File: src/verilog/ofm_pkg.sv
// ================================================
// Outbound frame path shared types and constants
// Stream beats, checksum command/result, FSM states
// ================================================
package ofm_pkg;

   // Data path geometry
   localparam int DATA_BYTES      = 8;
   localparam int BUF_DEPTH       = 512;
   localparam int BUF_AW          = 9;
   localparam int MAX_FRAME_WORDS = 256;
   localparam int RESULT_DEPTH    = 4;

   // Control frame layout
   localparam int       CTRL_WORDS   = 6;
   localparam bit [3:0] CTRL_FLAG_TX = 4'hA;
   localparam bit [1:0] CSUM_EN      = 2'b01;

   // 64-bit stream beat, tlast on top
   typedef struct packed {
      logic        tlast;
      logic [7:0]  tkeep;
      logic [63:0] tdata;
   } axis_data_t;

   // 32-bit control beat
   typedef struct packed {
      logic        tlast;
      logic [3:0]  tkeep;
      logic [31:0] tdata;
   } axis_ctrl_t;

   typedef struct packed {
      logic        enable;
      logic [15:0] start;
      logic [15:0] insert;
      logic [15:0] init;
   } csum_cmd_t;

   typedef struct packed {
      logic        enable;
      logic [15:0] insert;
      logic [15:0] csum;
   } csum_result_t;

   typedef enum logic [1:0] {
      ctrl_idle,
      ctrl_words,
      ctrl_hold
   } ctrl_state_t;

   typedef enum logic {
      tx_idle,
      tx_send
   } tx_state_t;

endpackage

File: src/verilog/ofm_ctrl_parser.sv
// ================================================
// Control stream parser
// Turns six control words into one checksum command
// ================================================
`timescale 1ns/1ps

module ofm_ctrl_parser (
   input  logic                  tx_clk,
   input  logic                  reset,
   input  ofm_pkg::axis_ctrl_t   txc,
   input  logic                  txc_valid,
   input  logic                  cmd_done,
   output logic                  txc_ready,
   output ofm_pkg::csum_cmd_t    cmd,
   output logic                  cmd_valid
);

   ofm_pkg::ctrl_state_t state;
   logic [$clog2(ofm_pkg::CTRL_WORDS)-1:0] word_cnt;
   logic        txc_fire;
   logic        last_word;
   logic        cmd_enable;
   logic [3:0]  flag;
   logic [1:0]  csum_ctrl;
   logic [15:0] start_off;
   logic [15:0] insert_off;
   logic [15:0] init_val;

   // Control input closes while a command is held
   assign txc_ready = (state != ofm_pkg::ctrl_hold);
   assign cmd_valid = (state == ofm_pkg::ctrl_hold);
   assign txc_fire  = txc_valid && txc_ready;

   // tlast normally lands on word 5
   assign last_word = txc.tlast ||
                      (word_cnt == ($bits(word_cnt))'(ofm_pkg::CTRL_WORDS - 1));

   assign cmd = '{enable: cmd_enable,
                  start:  start_off,
                  insert: insert_off,
                  init:   init_val};

   always_ff @(posedge tx_clk) begin
      if (reset) begin
         state      <= ofm_pkg::ctrl_idle;
         word_cnt   <= '0;
         cmd_enable <= 1'b0;
      end else begin
         case (state)
            ofm_pkg::ctrl_idle,
            ofm_pkg::ctrl_words: begin
               if (txc_fire) begin
                  if (last_word) begin
                     state      <= ofm_pkg::ctrl_hold;
                     word_cnt   <= '0;
                     cmd_enable <= (flag == ofm_pkg::CTRL_FLAG_TX) &&
                                   (csum_ctrl == ofm_pkg::CSUM_EN);
                  end else begin
                     state    <= ofm_pkg::ctrl_words;
                     word_cnt <= word_cnt + 1'b1;
                  end
               end
            end
            ofm_pkg::ctrl_hold: begin
               // Released once the frame's last data beat is stored
               if (cmd_done)
                  state <= ofm_pkg::ctrl_idle;
            end
            default: state <= ofm_pkg::ctrl_idle;
         endcase
      end
   end

   // Field capture per word index
   always_ff @(posedge tx_clk) begin
      if (txc_fire) begin
         case (word_cnt)
            0: flag      <= txc.tdata[31:28];
            1: csum_ctrl <= txc.tdata[1:0];
            2: begin
               start_off  <= txc.tdata[31:16];
               insert_off <= txc.tdata[15:0];
            end
            3: init_val  <= txc.tdata[15:0];
            default: ;
         endcase
      end
   end

endmodule

File: config.mk
export PLATFORM = sky130hd
export DESIGN_NAME = ofm_ctrl_parser
export DESIGN_NICKNAME = d
export VERILOG_FILES = /design/src/verilog/ofm_pkg.sv /design/src/verilog/ofm_ctrl_parser.sv
export SDC_FILE = /design/constraint.sdc
export NUM_CORES = 1
export LEC_CHECK = 0
export ABC_CLOCK_PERIOD_IN_PS = 5200
export BUFFER_PORTS_ARGS = -buffer_cell sky130_fd_sc_hd__buf_2
export CAP_MARGIN = 20
export CORE_MARGIN = 1
export CORE_UTILIZATION = 35
export DETAILED_ROUTE_END_ITERATION = 10
export MAX_ROUTING_LAYER = met4
export PLACE_DENSITY = 0.71
export SYNTH_ARGS = -nofsm -noshare
export SYNTH_HDL_FRONTEND = slang
export SYNTH_SLANG_ARGS = --single-unit
File: constraint.sdc
create_clock -name tx_clk -period 5.2 [get_ports tx_clk]
set_clock_uncertainty 0.15 [all_clocks]
set_input_delay 1.3 -clock tx_clk [delete_from_list [all_inputs] [get_ports tx_clk]]
set_output_delay 1.3 -clock tx_clk [all_outputs]
set_load 0.02 [all_outputs]
==> impl_summary.log <==
INFO  metric insertedDiodeCount = 0
INFO  metric required = 3.75 ns
INFO  metric synth-edff-count = 54
INFO  metric post-route-worst-setup-slack = 2.70 ns
INFO  metric finalCriticalPeriod = 2.50 ns
INFO  metric synth_mux_area_share = 0.499%
INFO  metric cts.root.buffer_cell = sky130_fd_sc_hd__clkbuf_8
INFO  metric h-tree-depth = 3
INFO  metric gr-usage-all-layers = 11.9%
INFO  metric detailedPlacementHpwl = 2380 um
INFO  metric cts.path.max_buffers = 2
INFO  metric detail_route.first_pass.iterations = 4
INFO  metric timing.final.crit_share = 48.0%
INFO  metric report.final.hold_viol_count = 0
INFO  metric grt_antenna_before_repair = 0
INFO  metric die-area = 6040 um^2
INFO  metric synthMostInstantiatedCell = sky130_fd_sc_hd__edfxtp_1
INFO  metric syn2layout_area_growth = 35.3%
INFO  metric peakVddDrop = 158 uV
INFO  metric crit_family = flip-flops
INFO  metric cts-buffers-inserted = 9
INFO  metric groute.layer.met3.usage = 5.06%
INFO  metric cts_hold_repair.buffers = 0
INFO  metric io_buffer_count = 87
INFO  metric p_total = 945 uW
INFO  metric globalRoute.totalOverflow = 0
INFO  metric main_combinational_cell_family_by_area_after_synthesis = simple AND/OR/NAND/NOR gates
INFO  metric synth_warnings = 0
INFO  metric insertion_delay = 0.32 ns
INFO  metric pwr_density_cell = 348 nW/um^2
INFO  metric clk_pin_slew = 0.06 ns
INFO  metric coreArea = 5510 um^2
INFO  metric grt_pass1_wl = 4970 um
INFO  metric grt.busiest_layer = met2
INFO  metric cap_viol_max_count = 0
INFO  metric cts_resized = 0
INFO  metric timing_worst_slew_pin_value = 0.396 ns
INFO  metric crit_slowest_cell = sky130_fd_sc_hd__dfxtp_1
INFO  metric setup-violations-final = 0
INFO  metric synth_flop_cell = sky130_fd_sc_hd__edfxtp_1
INFO  metric crit_chain = nand2b_1 -> inv_1 -> buf_2
INFO  metric min-delay-path-class = reg2reg
INFO  metric die_h = 77.7 um
INFO  metric synth-seq-cells = 60
INFO  metric postRouteAntennaNets = 0
INFO  metric report.final.slew_viol_count = 0
INFO  metric avgSynthCellArea = 20.5 um^2
INFO  metric ioPinCount = 92
INFO  metric layout.nets = 242
INFO  metric cts_sinks = 60
INFO  metric start_kind = register
INFO  metric vias = 1156
INFO  metric synthAdderAreaFrac = 3.12%
INFO  metric synth_cells = 98
INFO  metric end_kind = primary output
INFO  metric grt_use_met1 = 14.0%
INFO  metric post_cts_setup_bufs = 0
INFO  metric postRouteWirelength = 3270 um
INFO  metric crit_type = reg2out
INFO  metric worst_path_largest_cell_delay = 0.30 ns
INFO  metric p_leak = 1.09 nW
INFO  metric postSynthNetCount = 144
INFO  metric grt_max_degree = 33
INFO  metric route.detailed.vias_per_inst = 4.23
INFO  metric synth_top_area_share = 80.8%
INFO  metric drt_iter0_markers = 40
INFO  metric proportion_of_synthesized_chip_area_in_sequential_cells = 86.8%
INFO  metric max_freq = 401 MHz
INFO  metric timing.max_slew.rel_slack = 73.6%
INFO  metric crit_fanout = 5
INFO  metric synth.largest_area_cell = sky130_fd_sc_hd__edfxtp_1
INFO  metric die_width = 77.7 um
INFO  metric cp_num_buf_inv = 2
INFO  metric area_share_of_xor_xnor_cells_in_the_synthesized_design = 0%
INFO  metric cts_tree = yes
INFO  metric avgRoutedWirePerCell = 12.0 um
INFO  metric route.detailed.drc = 0
INFO  metric rsz_0062_raised_after_global_routing = no
INFO  metric dpl_worst_slack = 2.52 ns
INFO  metric synthTopCellsByCount = 54 x sky130_fd_sc_hd__edfxtp_1, 6 x sky130_fd_sc_hd__dfxtp_1, 5 x sky130_fd_sc_hd__ha_1
INFO  metric num-fill-cells = 462
INFO  metric gr-usage-met2 = 16.6%
INFO  metric routabilityCongestion = 0.764
INFO  metric synth_compound_area_share = 2.50%
INFO  metric crit_arrival = 1.05 ns
INFO  metric ys_types = 24
INFO  metric core.rowCount = 27
INFO  metric synth.cell_area = 2010 um^2
INFO  metric drive_gt1_share = 51.7%
INFO  metric synth_async_sr_flop_share = 0%
INFO  metric initial_core_util = 36.4%
INFO  metric fin_tns_setup = 0 ns
INFO  metric netlist_top_cells_area = sky130_fd_sc_hd__edfxtp_1 81%, sky130_fd_sc_hd__dfxtp_1 6.0%, sky130_fd_sc_hd__ha_1 3.1%
INFO  metric number_of_global_route_vias_before_repair = 1065
INFO  metric yosys.area_share.simple = 5.93%
INFO  metric status = finished clean
power by group:
part | total (mW) | internal [mW] | switching, mW | leakage (nW)
Sequential | 0.534 | 0.532 | 0.00214 | 0.537
Combinational | 0.0350 | 0.0163 | 0.0188 | 0.462
Clock | 0.376 | 0.216 | 0.160 | 0.0911
Total | 0.945 | 0.764 | 0.181 | 1.09
state kept, by name (all words and copies together), names as in the netlist:
name        count
init_val       16
insert_off     16
start_off      16
flag            4
word_cnt        3
csum_ctrl       2
state           2
cmd_enable      1
path summary, 6_finish.rpt:
path                         start                      end  slack, ns  cells past startpoint
max          state[0]$_SDFFE_PP0P_                cmd_valid       2.70                      3
min          state[1]$_SDFFE_PP0P_    state[0]$_SDFFE_PP0P_       0.32                      1
min reg2reg  state[1]$_SDFFE_PP0P_    state[0]$_SDFFE_PP0P_       0.32                      1
max reg2reg  state[0]$_SDFFE_PP0P_  insert_off[2]$_DFFE_PP_       3.48                      4
layout make-up:
cell class | instances | area [um^2] | share of cell area, %
Clock buffer | 10 | 128 | 4.70
Clock inverter | 6 | 55.1 | 2.03
Multi-Input combinational cell | 33 | 241 | 8.90
Tap cell | 72 | 90.1 | 3.32
Timing Repair Buffer | 88 | 443 | 16.3
Sequential cell | 60 | 1740 | 64.2
Inverter | 4 | 15.0 | 0.553
cell usage in the layout (no fill, tap or decap), drive strengths merged, types with 3 or more instances in the layout:
master / synthesis / routed
and2: 3 / 3
clkinv: 0 / 4
ha: 5 / 5
clkbuf: 0 / 10
edfxtp: 54 / 54
inv: 4 / 4
nand2: 3 / 3
dfxtp: 6 / 6
buf: 1 / 88
a21oi: 4 / 4
metal layers:
layer / share of wire (%) / wire length [um]
met1: 42 / 1390
met2: 45 / 1460
met3: 11 / 369
met4: 1.6 / 53
met5: 0 / 0
logic make-up (layout without fill, tap and decap cells):
logic type,Yosys count,count (layout)
and+or+nand+nor,19,19
AOI/OAI and AO/OA,8,8
adders and majority gates,5,5
DFF,60,60
muxes,1,1
buffers and inverters,5,108
metrics by stage:
step / area [um^2] / instances / hold slack, ns / utilization (%)
5_1_grt: 2710 / 273 / 0.344 / 49.3
6_report: 2710 / 273 / 0.324 / 49.3
3_3_place_gp: 2530 / 257 / 0.307 / 46.0
3_5_place_dp: 2530 / 257 / 0.311 / 46.0
2_1_floorplan: 2010 / 98 / 0.285 / -
4_1_cts: 2710 / 273 / 0.327 / 49.3
(Power assumes the default switching activity.)
