[config.mk]
export PLATFORM = sky130hd
export DESIGN_NAME = ofm_csum_calc
export DESIGN_NICKNAME = d
export VERILOG_FILES = /design/src/verilog/ofm_pkg.sv /design/src/verilog/ofm_csum_calc.sv
export SDC_FILE = /design/constraint.sdc
export NUM_CORES = 1
export LEC_CHECK = 0
export BUFFER_PORTS_ARGS = -buffer_cell sky130_fd_sc_hd__buf_2
export CORE_MARGIN = 2
export CORE_UTILIZATION = 56
export DETAILED_ROUTE_END_ITERATION = 7
export PLACE_DENSITY = 0.79
export SLEW_MARGIN = 20
export SYNTH_ARGS = -nofsm -noshare
export SYNTH_HDL_FRONTEND = slang
export SYNTH_SLANG_ARGS = --single-unit
[constraint.sdc]
create_clock -name tx_clk -period 18.6 [get_ports tx_clk]
set_input_delay 1.86 -clock tx_clk [delete_from_list [all_inputs] [get_ports tx_clk]]
set_output_delay 1.86 -clock tx_clk [all_outputs]
set_load 0.02 [all_outputs]
[src/verilog/ofm_pkg.sv]
// ================================================
// Outbound frame path shared types and constants
// Stream beats, checksum command/result, FSM states
// ================================================
package ofm_pkg;

   // Data path geometry
   localparam int DATA_BYTES      = 8;
   localparam int BUF_DEPTH       = 512;
   localparam int BUF_AW          = 9;
   localparam int MAX_FRAME_WORDS = 256;
   localparam int RESULT_DEPTH    = 4;

   // Control frame layout
   localparam int       CTRL_WORDS   = 6;
   localparam bit [3:0] CTRL_FLAG_TX = 4'hA;
   localparam bit [1:0] CSUM_EN      = 2'b01;

   // 64-bit stream beat, tlast on top
   typedef struct packed {
      logic        tlast;
      logic [7:0]  tkeep;
      logic [63:0] tdata;
   } axis_data_t;

   // 32-bit control beat
   typedef struct packed {
      logic        tlast;
      logic [3:0]  tkeep;
      logic [31:0] tdata;
   } axis_ctrl_t;

   typedef struct packed {
      logic        enable;
      logic [15:0] start;
      logic [15:0] insert;
      logic [15:0] init;
   } csum_cmd_t;

   typedef struct packed {
      logic        enable;
      logic [15:0] insert;
      logic [15:0] csum;
   } csum_result_t;

   typedef enum logic [1:0] {
      ctrl_idle,
      ctrl_words,
      ctrl_hold
   } ctrl_state_t;

   typedef enum logic {
      tx_idle,
      tx_send
   } tx_state_t;

endpackage

[src/verilog/ofm_csum_calc.sv]
// ================================================
// Checksum calculator
// Sums frame bytes on the write side and queues results
// ================================================
`timescale 1ns/1ps

module ofm_csum_calc (
   input  logic                   tx_clk,
   input  logic                   reset,
   input  ofm_pkg::csum_cmd_t     cmd,
   input  ofm_pkg::axis_data_t    wr_beat,
   input  logic                   wr_en,
   input  logic                   res_pop,
   output logic                   res_full,
   output ofm_pkg::csum_result_t  result,
   output logic                   res_valid
);

   localparam int QAW = $clog2(ofm_pkg::RESULT_DEPTH);

   logic [$clog2(ofm_pkg::MAX_FRAME_WORDS)-1:0] word_cnt;
   logic [15:0] word_off;
   logic [3:0]  kept;
   logic [19:0] beat_sum;
   logic [16:0] base_sum;
   logic [16:0] run_sum;
   logic [19:0] total;
   logic [16:0] sum_next;
   logic [15:0] fold;
   logic [16:0] frame_len;
   logic [16:0] insert_end;
   logic        push;
   ofm_pkg::csum_result_t new_res;
   ofm_pkg::csum_result_t queue [ofm_pkg::RESULT_DEPTH];
   logic [QAW-1:0] q_wr;
   logic [QAW-1:0] q_rd;
   logic [QAW:0]   q_cnt;

   assign word_off = 16'(word_cnt) * 16'(ofm_pkg::DATA_BYTES);

   // Per-beat byte sum with pairing by distance from the start offset
   always_comb begin
      beat_sum = '0;
      kept     = '0;
      for (int i = 0; i < ofm_pkg::DATA_BYTES; i++) begin
         logic [15:0] off;
         off = word_off + 16'(i);
         if (wr_beat.tkeep[i]) begin
            kept = kept + 1'b1;
            if (off >= cmd.start) begin
               if (off[0] == cmd.start[0])
                  beat_sum = beat_sum + {4'b0, wr_beat.tdata[8*i +: 8], 8'h00};
               else
                  beat_sum = beat_sum + 20'(wr_beat.tdata[8*i +: 8]);
            end
         end
      end
   end

   // First beat starts from the initial value
   assign base_sum = (word_cnt == '0) ? {1'b0, cmd.init} : run_sum;
   assign total    = 20'(base_sum) + beat_sum;
   assign sum_next = 17'(total[15:0]) + 17'(total[19:16]);

   // End-around carry of the 17-bit sum
   assign fold = sum_next[15:0] + 16'(sum_next[16]);

   assign frame_len  = 17'(word_off) + 17'(kept);
   assign insert_end = 17'(cmd.insert) + 17'd1;

   assign new_res = '{enable: cmd.enable && (insert_end < frame_len),
                      insert: cmd.insert,
                      csum:   ~fold};

   assign push = wr_en && wr_beat.tlast;

   always_ff @(posedge tx_clk) begin
      if (reset) begin
         word_cnt <= '0;
      end else if (wr_en) begin
         word_cnt <= wr_beat.tlast ? '0 : word_cnt + 1'b1;
      end
   end

   always_ff @(posedge tx_clk) begin
      if (wr_en)
         run_sum <= sum_next;
      if (push)
         queue[q_wr] <= new_res;
   end

   // Result queue pointers
   always_ff @(posedge tx_clk) begin
      if (reset) begin
         q_wr  <= '0;
         q_rd  <= '0;
         q_cnt <= '0;
      end else begin
         if (push)
            q_wr <= q_wr + 1'b1;
         if (res_pop)
            q_rd <= q_rd + 1'b1;
         case ({push, res_pop})
            2'b10:   q_cnt <= q_cnt + 1'b1;
            2'b01:   q_cnt <= q_cnt - 1'b1;
            default: ;
         endcase
      end
   end

   assign res_full  = (q_cnt == (QAW+1)'(ofm_pkg::RESULT_DEPTH));
   assign res_valid = (q_cnt != '0);
   assign result    = queue[q_rd];

endmodule

==> results.cfg <==
[floorplanning]
die_h_um = 185.9
die_area_um2 = 34540
core_um2 = 32540
ios = 161
die_w_um = 185.9
start_util = 0.5692
row_count = 66

[worst_setup_path]
cp.required_ns = 18.85
worstSetupStartpointType = input pin
rr_startpoint = word_cnt[2]
crit_top_cell = ha_4
crit_buf_inv = 6
crit_start = cmd[43]
endpoint_kind = register
path_delay_family = simple AND/OR/NAND/NOR gates
r2r_cells = 83
crit_type = in -> reg
cp.depth = 83
crit_fanout = 5
crit_slowest_cell = or4_4
reg2reg_slack_ns = 1.52
slowest_delay_ns = 0.58
r2r-end = queue[1][14]
crit_end = queue[1][14]
arrival_ns = 18.41

[clocking]
cts_buffers = 17
cts.path.max_buffers = 2
cts_tree = done
cts.sinks = 166
clk_pin_slew_ns = 0.06
htreeDepth = 4
insertion_delay_ns = 0.43
cts_hold_buf = 0
cts-root-buf = clkbuf_16

[sta]
finClkSkew_ns = 0.007712
finalHoldViolations = 0
max_slew_margin = 0.3191
finalSetupTns_ns = 0
setup_viol = 0
period_needed_ns = 18.16
clock.fmax_mhz = 55.05
post-route-period-util = 0.9766
worst_pin_slew_ns = 1.018
hold_ws_ns = 0.5145
slew_violations = 0
setup_ws_ns = 0.4357

[power_and_ir_drop]
power_mw = 1.034
p_leak_nw = 9.218
powerDensity_nw_per_um2 = 46.40
peakVddDrop_uv = 75.37

[route]
wl_per_cell_um = 21.24
ant_nets = 0
drtPass1Iterations = 8
vias = 18005
drt_iter0_drc = 1700
vias_per_cell = 6.472
wirelength_um = 59080
drc = 0

[place]
io_buffers = 160
place.gp.congestion = 1.051
pre_cts_slack_ns = -0.6129
place.detailed.hpwl_um = 43880

[outcome]
status = finished clean

[yosys]
async_reset_ff_frac = 0
synth_fp_nets = 2390
synthCells = 2068
synth-warning-count = 0
syn_avg_cell_area_um2 = 8.956
synth_seq_area_share = 0.2600
synth_edf_count = 149
yosysUniqueCellTypes = 115
synth_seq_cells = 166
synth_area_um2 = 18520
ys.flop_type = edfxtp_1

[job]
drv_cap = 0

[layout]
finish.utilization = 0.6852
synthToLayoutAreaGrowth_pct = 20.37
final_nets = 2643
n_fill_cell = 2553
drive_gt1_frac = 0.2661

[global_routing]
grt_pass1_wl_um = 88930
grt_max_degree = 52
grt_pass1_vias = 17097
antenna_found_initial = 6
grt.overflow.total = 0
grt_use_total = 0.3270

[min_path]
min_path_type = reg -> reg
worst min-delay path by stage:
| stage | to | startpoint | depth (start not counted) |
|---|---|---|---|
| floorplan | q_cnt[2] | q_cnt[2] | 2 |
| global placement | q_cnt[2] | q_cnt[2] | 2 |
| detailed placement | q_cnt[2] | q_cnt[2] | 2 |
| CTS | q_cnt[2] | q_cnt[2] | 2 |
| global route | q_wr[1] | q_wr[1] | 2 |
| finish | q_wr[1] | q_wr[1] | 2 |
state kept, by name, indices dropped and copies added, names as in the netlist, named ones only:
| name | count |
|---|---|
| run_sum | 17 |
| q_wr | 2 |
| q_rd | 2 |
| word_cnt | 8 |
| queue | 132 |
| q_cnt | 3 |
where the power goes:
| group | internal, mW | switching [mW] |
|---|---|---|
| clock network | 0.224 | 0.148 |
| logic | 0.0957 | 0.138 |
| registers | 0.422 | 0.00712 |
| total | 0.742 | 0.293 |
area by class of cell:
class	instances	area, µm²	share of cell area
multi-input cells	1699	13910	0.6242
flip-flops and latches	166	4817	0.2161
repair buffers	302	1873	0.08402
well taps	442	553.0	0.02481
inverters	135	506.7	0.02273
clock buffers	19	432.9	0.01942
clock inverters	13	180.2	0.008082
diodes	6	15.01	0.0006735
timing repair:
action                     in CTS  in global routing
pin swaps                       0                 87
gates resized for setup         5                204
gates cloned                    0                  1
setup buffers                   1                 41
setup endpoints to repair      16                 60
cells in the final DEF (no fill, tap or decap), types with 29 or more instances in the layout:
cell	instances
a21o_1	48
a21oi_1	110
a21oi_2	30
and3_1	45
buf_2	159
buf_4	142
edfxtp_1	149
ha_1	154
inv_1	130
mux2_2	35
mux4_2	33
nand2_1	135
nand3_1	68
nand4_1	29
nor2_1	150
nor3_1	44
o21ai_0	85
xnor2_1	90
xor2_1	67
synthesized netlist by cell type, types with 8 or more instances:
master / count / area share
ha_1: 179 / 0.12
nor2_1: 159 / 0.032
edfxtp_1: 149 / 0.24
a21oi_1: 143 / 0.039
nand2_1: 139 / 0.028
inv_1: 132 / 0.027
o21ai_0: 103 / 0.028
xnor2_1: 93 / 0.044
nand3_1: 72 / 0.019
xor2_1: 68 / 0.032
clkbuf_1: 53 / 0.011
and3_1: 52 / 0.018
nor3_1: 49 / 0.013
a21o_1: 48 / 0.019
mux2_2: 35 / 0.021
mux4_2: 33 / 0.040
nor2b_1: 32 / 0.011
nand4_1: 29 / 0.0098
o21a_1: 25 / 0.010
and2_1: 21 / 0.0071
o21bai_1: 20 / 0.0081
mux2i_1: 19 / 0.010
a211oi_1: 18 / 0.0073
o211ai_1: 18 / 0.0073
a31oi_1: 17 / 0.0057
dfxtp_1: 17 / 0.018
fa_1: 17 / 0.018
nand2b_1: 17 / 0.0057
nor4_1: 17 / 0.0057
or3_1: 17 / 0.0057
o31ai_1: 14 / 0.0057
or4_1: 12 / 0.0049
a22oi_1: 11 / 0.0045
nor4b_1: 11 / 0.0052
o31a_1: 11 / 0.0052
or2_2: 11 / 0.0037
a21boi_0: 9 / 0.0036
and4_1: 8 / 0.0038
o22ai_1: 8 / 0.0027
worst register-to-register path: cells and delay by family, from the launching register on:
kind | cells | cell delay, ns
xor+xnor | 5 | 0.83
simple gates | 31 | 5.90
mux | 1 | 0.29
buf+inv | 5 | 0.63
fa+ha+maj | 12 | 3.14
flops | 1 | 0.59
compound gates | 29 | 5.50
layer usage:
metal / wire length (µm) / vias to the layer above / GRT usage / part of all wire
met1: 23300 / 8629 / 0.4163 / 0.39
met2: 28220 / 879 / 0.5563 / 0.48
met5: 0 / - / 0 / 0
li1: - / 8313 / - / -
met4: 2340 / 0 / 0.1156 / 0.040
met3: 5219 / 184 / 0.05889 / 0.088
cells by family after synthesis:
family,synth area share
AND/OR/NAND/NOR,0.1960
buffers and inverters,0.04236
adder cells (fa/ha/maj),0.1393
multiplexers,0.07445
flip-flops,0.2600
AO/OA/AOI/OAI,0.2094
XOR/XNOR,0.07850
per-stage QoR:
| step | cells | area [µm²] |
|---|---|---|
| floorplan | 2068 | 18560 |
| global route | 2781 | 22290 |
| finish | 2782 | 22290 |
| global placement | 2701 | 20380 |
| detailed placement | 2701 | 20380 |
| CTS | 2734 | 21020 |
Power figures use the tool's default switching activity.
