--- config.mk ---
export PLATFORM = sky130hd
export DESIGN_NAME = ofm_csum_insert
export DESIGN_NICKNAME = d
export VERILOG_FILES = /design/src/verilog/ofm_pkg.sv /design/src/verilog/ofm_csum_insert.sv
export SDC_FILE = /design/constraint.sdc
export NUM_CORES = 1
export LEC_CHECK = 0
export ABC_AREA = 1
export BUFFER_PORTS_ARGS = -buffer_cell sky130_fd_sc_hd__buf_2
export CAP_MARGIN = 20
export CORE_MARGIN = 2
export CORE_UTILIZATION = 48
export CTS_CLUSTER_SIZE = 10
export DETAILED_ROUTE_END_ITERATION = 10
export PLACE_DENSITY = 0.76
export SYNTH_ARGS = -nofsm -noshare
export SYNTH_HDL_FRONTEND = slang
export SYNTH_SLANG_ARGS = --single-unit
--- constraint.sdc ---
create_clock -name tx_clk -period 4.2 [get_ports tx_clk]
set_input_delay 0.84 -clock tx_clk [delete_from_list [all_inputs] [get_ports tx_clk]]
set_output_delay 0.84 -clock tx_clk [all_outputs]
set_load 0.03 [all_outputs]
--- src/verilog/ofm_pkg.sv ---
// ================================================
// Outbound frame path shared types and constants
// Stream beats, checksum command/result, FSM states
// ================================================
package ofm_pkg;

   // Data path geometry
   localparam int DATA_BYTES      = 8;
   localparam int BUF_DEPTH       = 512;
   localparam int BUF_AW          = 9;
   localparam int MAX_FRAME_WORDS = 256;
   localparam int RESULT_DEPTH    = 4;

   // Control frame layout
   localparam int       CTRL_WORDS   = 6;
   localparam bit [3:0] CTRL_FLAG_TX = 4'hA;
   localparam bit [1:0] CSUM_EN      = 2'b01;

   // 64-bit stream beat, tlast on top
   typedef struct packed {
      logic        tlast;
      logic [7:0]  tkeep;
      logic [63:0] tdata;
   } axis_data_t;

   // 32-bit control beat
   typedef struct packed {
      logic        tlast;
      logic [3:0]  tkeep;
      logic [31:0] tdata;
   } axis_ctrl_t;

   typedef struct packed {
      logic        enable;
      logic [15:0] start;
      logic [15:0] insert;
      logic [15:0] init;
   } csum_cmd_t;

   typedef struct packed {
      logic        enable;
      logic [15:0] insert;
      logic [15:0] csum;
   } csum_result_t;

   typedef enum logic [1:0] {
      ctrl_idle,
      ctrl_words,
      ctrl_hold
   } ctrl_state_t;

   typedef enum logic {
      tx_idle,
      tx_send
   } tx_state_t;

endpackage

--- src/verilog/ofm_csum_insert.sv ---
// ================================================
// Checksum insert and MAC stream output
// Reads stored frames and patches in the checksum
// ================================================
`timescale 1ns/1ps

module ofm_csum_insert (
   input  logic                   tx_clk,
   input  logic                   reset,
   input  ofm_pkg::axis_data_t    rd_beat,
   input  logic                   frame_avail,
   input  ofm_pkg::csum_result_t  result,
   input  logic                   res_valid,
   input  logic                   mac_ready,
   output logic                   rd_en,
   output logic                   res_pop,
   output ofm_pkg::axis_data_t    mac,
   output logic                   mac_valid
);

   ofm_pkg::tx_state_t state;
   logic        pend;
   logic        last_seen;
   logic        out_free;
   logic        load;
   logic        mac_fire;
   logic [15:0] out_off;
   logic [15:0] insert_next;
   ofm_pkg::axis_data_t patched;

   // pend: rd_beat holds a beat not yet moved to the output
   assign out_free = !mac_valid || mac_ready;
   assign load     = pend && out_free;
   assign mac_fire = mac_valid && mac_ready;

   // Never read past the frame's last beat
   assign rd_en = (state == ofm_pkg::tx_send) && out_free && !last_seen &&
                  !(pend && rd_beat.tlast);

   assign res_pop = (state == ofm_pkg::tx_send) && mac_fire && mac.tlast;

   assign insert_next = result.insert + 16'd1;

   // Checksum bytes may straddle two beats
   always_comb begin
      patched = rd_beat;
      for (int i = 0; i < ofm_pkg::DATA_BYTES; i++) begin
         logic [15:0] off;
         off = out_off + 16'(i);
         if (result.enable && (off == result.insert))
            patched.tdata[8*i +: 8] = result.csum[15:8];
         if (result.enable && (off == insert_next))
            patched.tdata[8*i +: 8] = result.csum[7:0];
      end
   end

   always_ff @(posedge tx_clk) begin
      if (reset) begin
         state     <= ofm_pkg::tx_idle;
         pend      <= 1'b0;
         last_seen <= 1'b0;
         out_off   <= '0;
         mac_valid <= 1'b0;
      end else begin
         case (state)
            ofm_pkg::tx_idle: begin
               if (frame_avail && res_valid) begin
                  state     <= ofm_pkg::tx_send;
                  last_seen <= 1'b0;
                  out_off   <= '0;
               end
            end
            ofm_pkg::tx_send: begin
               if (res_pop)
                  state <= ofm_pkg::tx_idle;
            end
            default: state <= ofm_pkg::tx_idle;
         endcase

         pend <= rd_en || (pend && !load);

         if (load) begin
            out_off <= out_off + 16'(ofm_pkg::DATA_BYTES);
            if (rd_beat.tlast)
               last_seen <= 1'b1;
         end

         if (load)
            mac_valid <= 1'b1;
         else if (mac_ready)
            mac_valid <= 1'b0;
      end
   end

   always_ff @(posedge tx_clk) begin
      if (load)
         mac <= patched;
   end

endmodule

==> impl_results.html <==
<table>
<tr><th>Metric</th><th>Value</th></tr>
<tr><th colspan="2">Run status</th></tr>
<tr><td>Status</td><td>complete, no violations</td></tr>
<tr><th colspan="2">Floorplanning</th></tr>
<tr><td>Initial core utilization</td><td>0.491</td></tr>
<tr><td>Num ports</td><td>187</td></tr>
<tr><td>Area of the core</td><td>12000 sq um</td></tr>
<tr><td>Die width</td><td>around 110 microns</td></tr>
<tr><td>Overall die area</td><td>about 13000 sq um</td></tr>
<tr><td>Die H</td><td>roughly 110 microns</td></tr>
<tr><td>Std cell rows</td><td>40</td></tr>
<tr><th colspan="2">Route</th></tr>
<tr><td>Antenna Nets Post-Route</td><td>0</td></tr>
<tr><td>DRC errors left</td><td>0</td></tr>
<tr><td>Wire length per cell after detailed routing</td><td>15.8 microns</td></tr>
<tr><td>Via-per-instance ratio</td><td>approximately 5.5</td></tr>
<tr><td>Total via count in the routed design</td><td>slightly above 6k</td></tr>
<tr><td>Number of iterations in the first detailed-routing pass</td><td>5</td></tr>
<tr><td>Total wirelength of the detailed-routed design</td><td>roughly 18000 microns</td></tr>
<tr><td>Drt initial violations</td><td>around 800</td></tr>
<tr><th colspan="2">Critical path</th></tr>
<tr><td>Critical Path End Type</td><td>flip-flop</td></tr>
<tr><td>Length in cells of the worst reg-to-reg path</td><td>8</td></tr>
<tr><td>Data required time at the worst endpoint</td><td>between 4 and 5 ns</td></tr>
<tr><td>Startpoint of the worst register-to-register path</td><td>out_off[15]</td></tr>
<tr><td>Internal reg-to-reg setup slack</td><td>roughly 1.7 ns</td></tr>
<tr><td>Kind of critical path</td><td>in -&gt; reg</td></tr>
<tr><td>Crit path arrival time</td><td>2.99 ns</td></tr>
<tr><td>Launching element type of the critical path</td><td>input pin</td></tr>
<tr><td>Endpoint of the worst-slack reg-to-reg timing path</td><td>mac[39]</td></tr>
<tr><td>Crit-path max FO</td><td>48</td></tr>
<tr><th colspan="2">STA</th></tr>
<tr><td>Number of endpoints failing setup at the final stage</td><td>0</td></tr>
<tr><td>Final hold slack</td><td>0.467 ns</td></tr>
<tr><td>F_max</td><td>between 300 and 400 MHz</td></tr>
<tr><td>Sum Neg Setup Slack</td><td>0 ns</td></tr>
<tr><td>Count of pins over their slew limit</td><td>0</td></tr>
<tr><td>Setup Skew</td><td>a little over 0.007 ns</td></tr>
<tr><td>Share of the clock period used by the worst path after layout</td><td>0.686</td></tr>
<tr><td>Crit path time final</td><td>a little under 3 ns</td></tr>
<tr><td>Transition at the pin with the smallest max-transition slack</td><td>0.806 ns</td></tr>
<tr><td>Hold violation count in the final report</td><td>0</td></tr>
<tr><td>Relative slew slack</td><td>0.461</td></tr>
<tr><td>Setup WS post-layout</td><td>1.32 ns</td></tr>
<tr><td>Unrepaired setup endpoints after global routing</td><td>false</td></tr>
<tr><th colspan="2">Synth</th></tr>
<tr><td>Sequential share of the synthesized area</td><td>0.431</td></tr>
<tr><td>Basic-gate share of the synthesized area counting and, or, nand and nor cells</td><td>0.460</td></tr>
<tr><td>Area share of xor/xnor cells in the synthesized design</td><td>0.00746</td></tr>
<tr><td>Flip-flop and latch count after synthesis</td><td>90</td></tr>
<tr><td>Share of synthesized cell area in full adder, half adder and majority cells</td><td>0.0128</td></tr>
<tr><td>Post-synthesis area per instance</td><td>~7.4 sq um</td></tr>
<tr><td>Multiplexer share of the synthesized area</td><td>0</td></tr>
<tr><td>Area fraction in compound gates after synthesis</td><td>0.0305</td></tr>
<tr><td>Synth area leaders</td><td>edfxtp_1 (37%), nand2_1 (23%), nand4_1 (7.7%), nand3_1 (6.7%), dfxtp_1 (5.8%)</td></tr>
<tr><td>Post-synthesis instance area</td><td>between 5000 and 6000 sq um</td></tr>
<tr><td>Mapped Cells</td><td>791</td></tr>
<tr><td>Nets in the synthesized netlist</td><td>just over 900</td></tr>
<tr><td>Cell variety after synth</td><td>36</td></tr>
<tr><td>Number of warnings issued by yosys</td><td>0</td></tr>
<tr><td>Combinational family with the most area after synthesis</td><td>simple AND/OR/NAND/NOR gates</td></tr>
<tr><td>Top-area cell type share of the netlist area</td><td>0.373</td></tr>
<tr><td>Yosys top cell by area</td><td>edfxtp_1</td></tr>
<tr><th colspan="2">Clocking</th></tr>
<tr><td>Number of sinks on the clock net</td><td>90</td></tr>
<tr><td>Number of setup buffers added after CTS</td><td>0</td></tr>
<tr><td>Number of buffers inserted during clock tree synthesis</td><td>9</td></tr>
<tr><td>Number of H-tree branching levels</td><td>3</td></tr>
<tr><td>Library cell used as clock root buffer</td><td>clkbuf_16</td></tr>
<tr><td>CTS tree</td><td>done</td></tr>
<tr><td>Number of hold-repair buffers added at the cts stage</td><td>0</td></tr>
<tr><td>Worst-skew pair later-pin latency</td><td>around 0.35 ns</td></tr>
<tr><td>Clock transition time at the flip-flop clock pins of the worst setup and hold paths</td><td>around 0.060 ns</td></tr>
<tr><td>Max Root-Sink Buffers</td><td>2</td></tr>
<tr><td>Number of resized instances in the post-cts repair step</td><td>0</td></tr>
<tr><th colspan="2">Global routing</th></tr>
<tr><td>Total routing resource utilization after global routing</td><td>0.271</td></tr>
<tr><td>Met2 Use GR</td><td>0.440</td></tr>
<tr><td>Vias in the first global route</td><td>5430</td></tr>
<tr><td>First-pass GRT wire length</td><td>27500 microns</td></tr>
<tr><td>GR peak layer</td><td>met2</td></tr>
<tr><td>Met3 Track Usage GR</td><td>0.0656</td></tr>
<tr><td>Largest net degree at the start of global routing</td><td>between 40 and 50</td></tr>
<tr><td>Initial antenna violation count</td><td>0</td></tr>
<tr><td>Met1 demand-to-capacity share in global routing</td><td>0.346</td></tr>
<tr><td>Congestion Overflow GR</td><td>0</td></tr>
<tr><th colspan="2">Min path</th></tr>
<tr><td>Worst min-delay path startpoint</td><td>last_seen</td></tr>
<tr><td>Number of cells on the worst hold path</td><td>2</td></tr>
<tr><td>Worst min-delay path category</td><td>reg -&gt; reg</td></tr>
<tr><td>Min-Delay Endpoint</td><td>last_seen</td></tr>
<tr><th colspan="2">Place</th></tr>
<tr><td>RePlAce Congestion</td><td>approximately 0.9</td></tr>
<tr><td>Number of port buffers</td><td>~190</td></tr>
<tr><td>Placed Area</td><td>between 6000 and 7000 sq um</td></tr>
<tr><td>Half-perimeter wire length of the detailed placement result</td><td>12600 microns</td></tr>
<tr><td>Setup Slack @ Placement</td><td>1.01 ns</td></tr>
<tr><th colspan="2">Pwr</th></tr>
<tr><td>Pleak</td><td>3.44 nW</td></tr>
<tr><td>Peak supply drop</td><td>roughly 0.00022 V</td></tr>
<tr><td>P per Cell Area</td><td>300 nW/um^2</td></tr>
<tr><th colspan="2">Cells and area</th></tr>
<tr><td>Count of filler cells inserted in the layout</td><td>around 1.1k</td></tr>
<tr><td>Final instance area</td><td>just over 7000 sq um</td></tr>
<tr><td>FF+latch area</td><td>about 2500 sq um</td></tr>
<tr><td>Area added between synthesis and finish</td><td>23.0%</td></tr>
<tr><td>Share of cells above drive strength 1</td><td>0.254</td></tr>
<tr><td>Area occupied by multi-input gates</td><td>3010 sq um</td></tr>
<tr><td>Layout Nets</td><td>roughly 1.1k</td></tr>
<tr><th colspan="2">Flow run</th></tr>
<tr><td>Max-cap violations</td><td>0</td></tr>
</table>
[report_power, final]
group,internal (W),switching (W)
combinational,0.0000960,0.000216
sequential,0.000993,0.00000833
clock,0.000514,0.000341
[metrics by stage]
step | util | power, W | instances
floorplan | - | 0.00121 | 791
global placement | 0.578 | 0.00133 | 1097
detailed placement | 0.578 | 0.00133 | 1097
CTS | 0.603 | 0.00218 | 1113
global route | 0.603 | 0.00226 | 1113
finish | 0.604 | 0.00217 | 1114
[layout by cell type (no fill, tap or decap), drive strengths merged]
| cell | count |
|---|---|
| ha | 6 |
| a22oi | 2 |
| nand2 | 357 |
| clkbuf | 9 |
| nor2 | 43 |
| clkinv | 7 |
| a221oi | 2 |
| o21ai | 9 |
| a31oi | 1 |
| nand4 | 73 |
| xnor2 | 2 |
| o22ai | 2 |
| bufinv | 2 |
| edfxtp | 73 |
| o311a | 2 |
| or2 | 1 |
| buf | 197 |
| inv | 43 |
| nand3 | 90 |
| nor4 | 1 |
| a211oi | 2 |
| xor2 | 3 |
| a21oi | 8 |
| nor3 | 13 |
| o31ai | 1 |
| diode | 1 |
| dfxtp | 17 |
[synthesized netlist by cell type (all sizes together)]
cell type  count
ha             6
xnor2          2
a211oi         2
nor4           1
nand2        357
o31ai          1
o21ai          9
a22oi          2
inv           43
clkbuf         8
nor3          13
edfxtp        73
buf           30
a31oi          1
a221oi         2
o311a          2
nand4         73
clkinv         2
o22ai          2
nand3         90
dfxtp         17
a21oi          8
nor2          43
or2            1
xor2           3
[final cells by class]
cell class | count | share of cell area
well taps | 147 | 0.0255
repair buffers | 197 | 0.140
diodes | 1 | 0.000347
multi-input cells | 618 | 0.417
clock buffers | 9 | 0.0312
clock inverters | 7 | 0.0116
flip-flops and latches | 90 | 0.351
inverters | 45 | 0.0236
[how the worst max path moves through the flow]
stage / from / end / slack [ns] / cells after the start
after global routing: result[17] / mac[51] / 1.07 / 13
after detailed placement: result[16] / mac[39] / 1.01 / 11
after CTS: result[16] / mac[39] / 1.37 / 11
final: result[17] / mac[39] / 1.32 / 11
after floorplan: mac_ready / mac[0] / 0.66 / 4
after global placement: result[17] / mac[17] / 1.08 / 13
[cells by family after synthesis]
kind of cell / after synthesis
adder cells (fa/ha/maj): 6
AND/OR/NAND/NOR: 578
buffers and inverters: 83
flip-flops: 90
AO/OA/AOI/OAI: 29
XOR/XNOR: 5
[sequential cells by signal, indices dropped and copies added (netlist names)]
| name | cells |
|---|---|
| state | 1 |
| pend | 1 |
| out_off | 13 |
| mac | 73 |
| last_seen | 1 |
| mac_valid | 1 |
[metal layers]
metal | up-vias | wire length, microns | share of wire
li1 | 3026 | - | -
met2 | 334 | 8220 | 0.47
met4 | 0 | 690 | 0.039
met1 | 2694 | 6960 | 0.39
met5 | - | 0 | 0
met3 | 61 | 1790 | 0.10
[worst max-delay path, cell delays in order]
cell and delay [ns]:
buf_2 0.14, ha_1 0.22, nand3_2 0.14, nor2_4 0.18, nand3_1 0.09, nand2_1 0.08, nand3_1 0.18, nor2_8 0.60
nand3_2 0.29, nand2_1 0.16, nand2_1 0.07
Note: power is estimated with default switching activity, not from simulation.
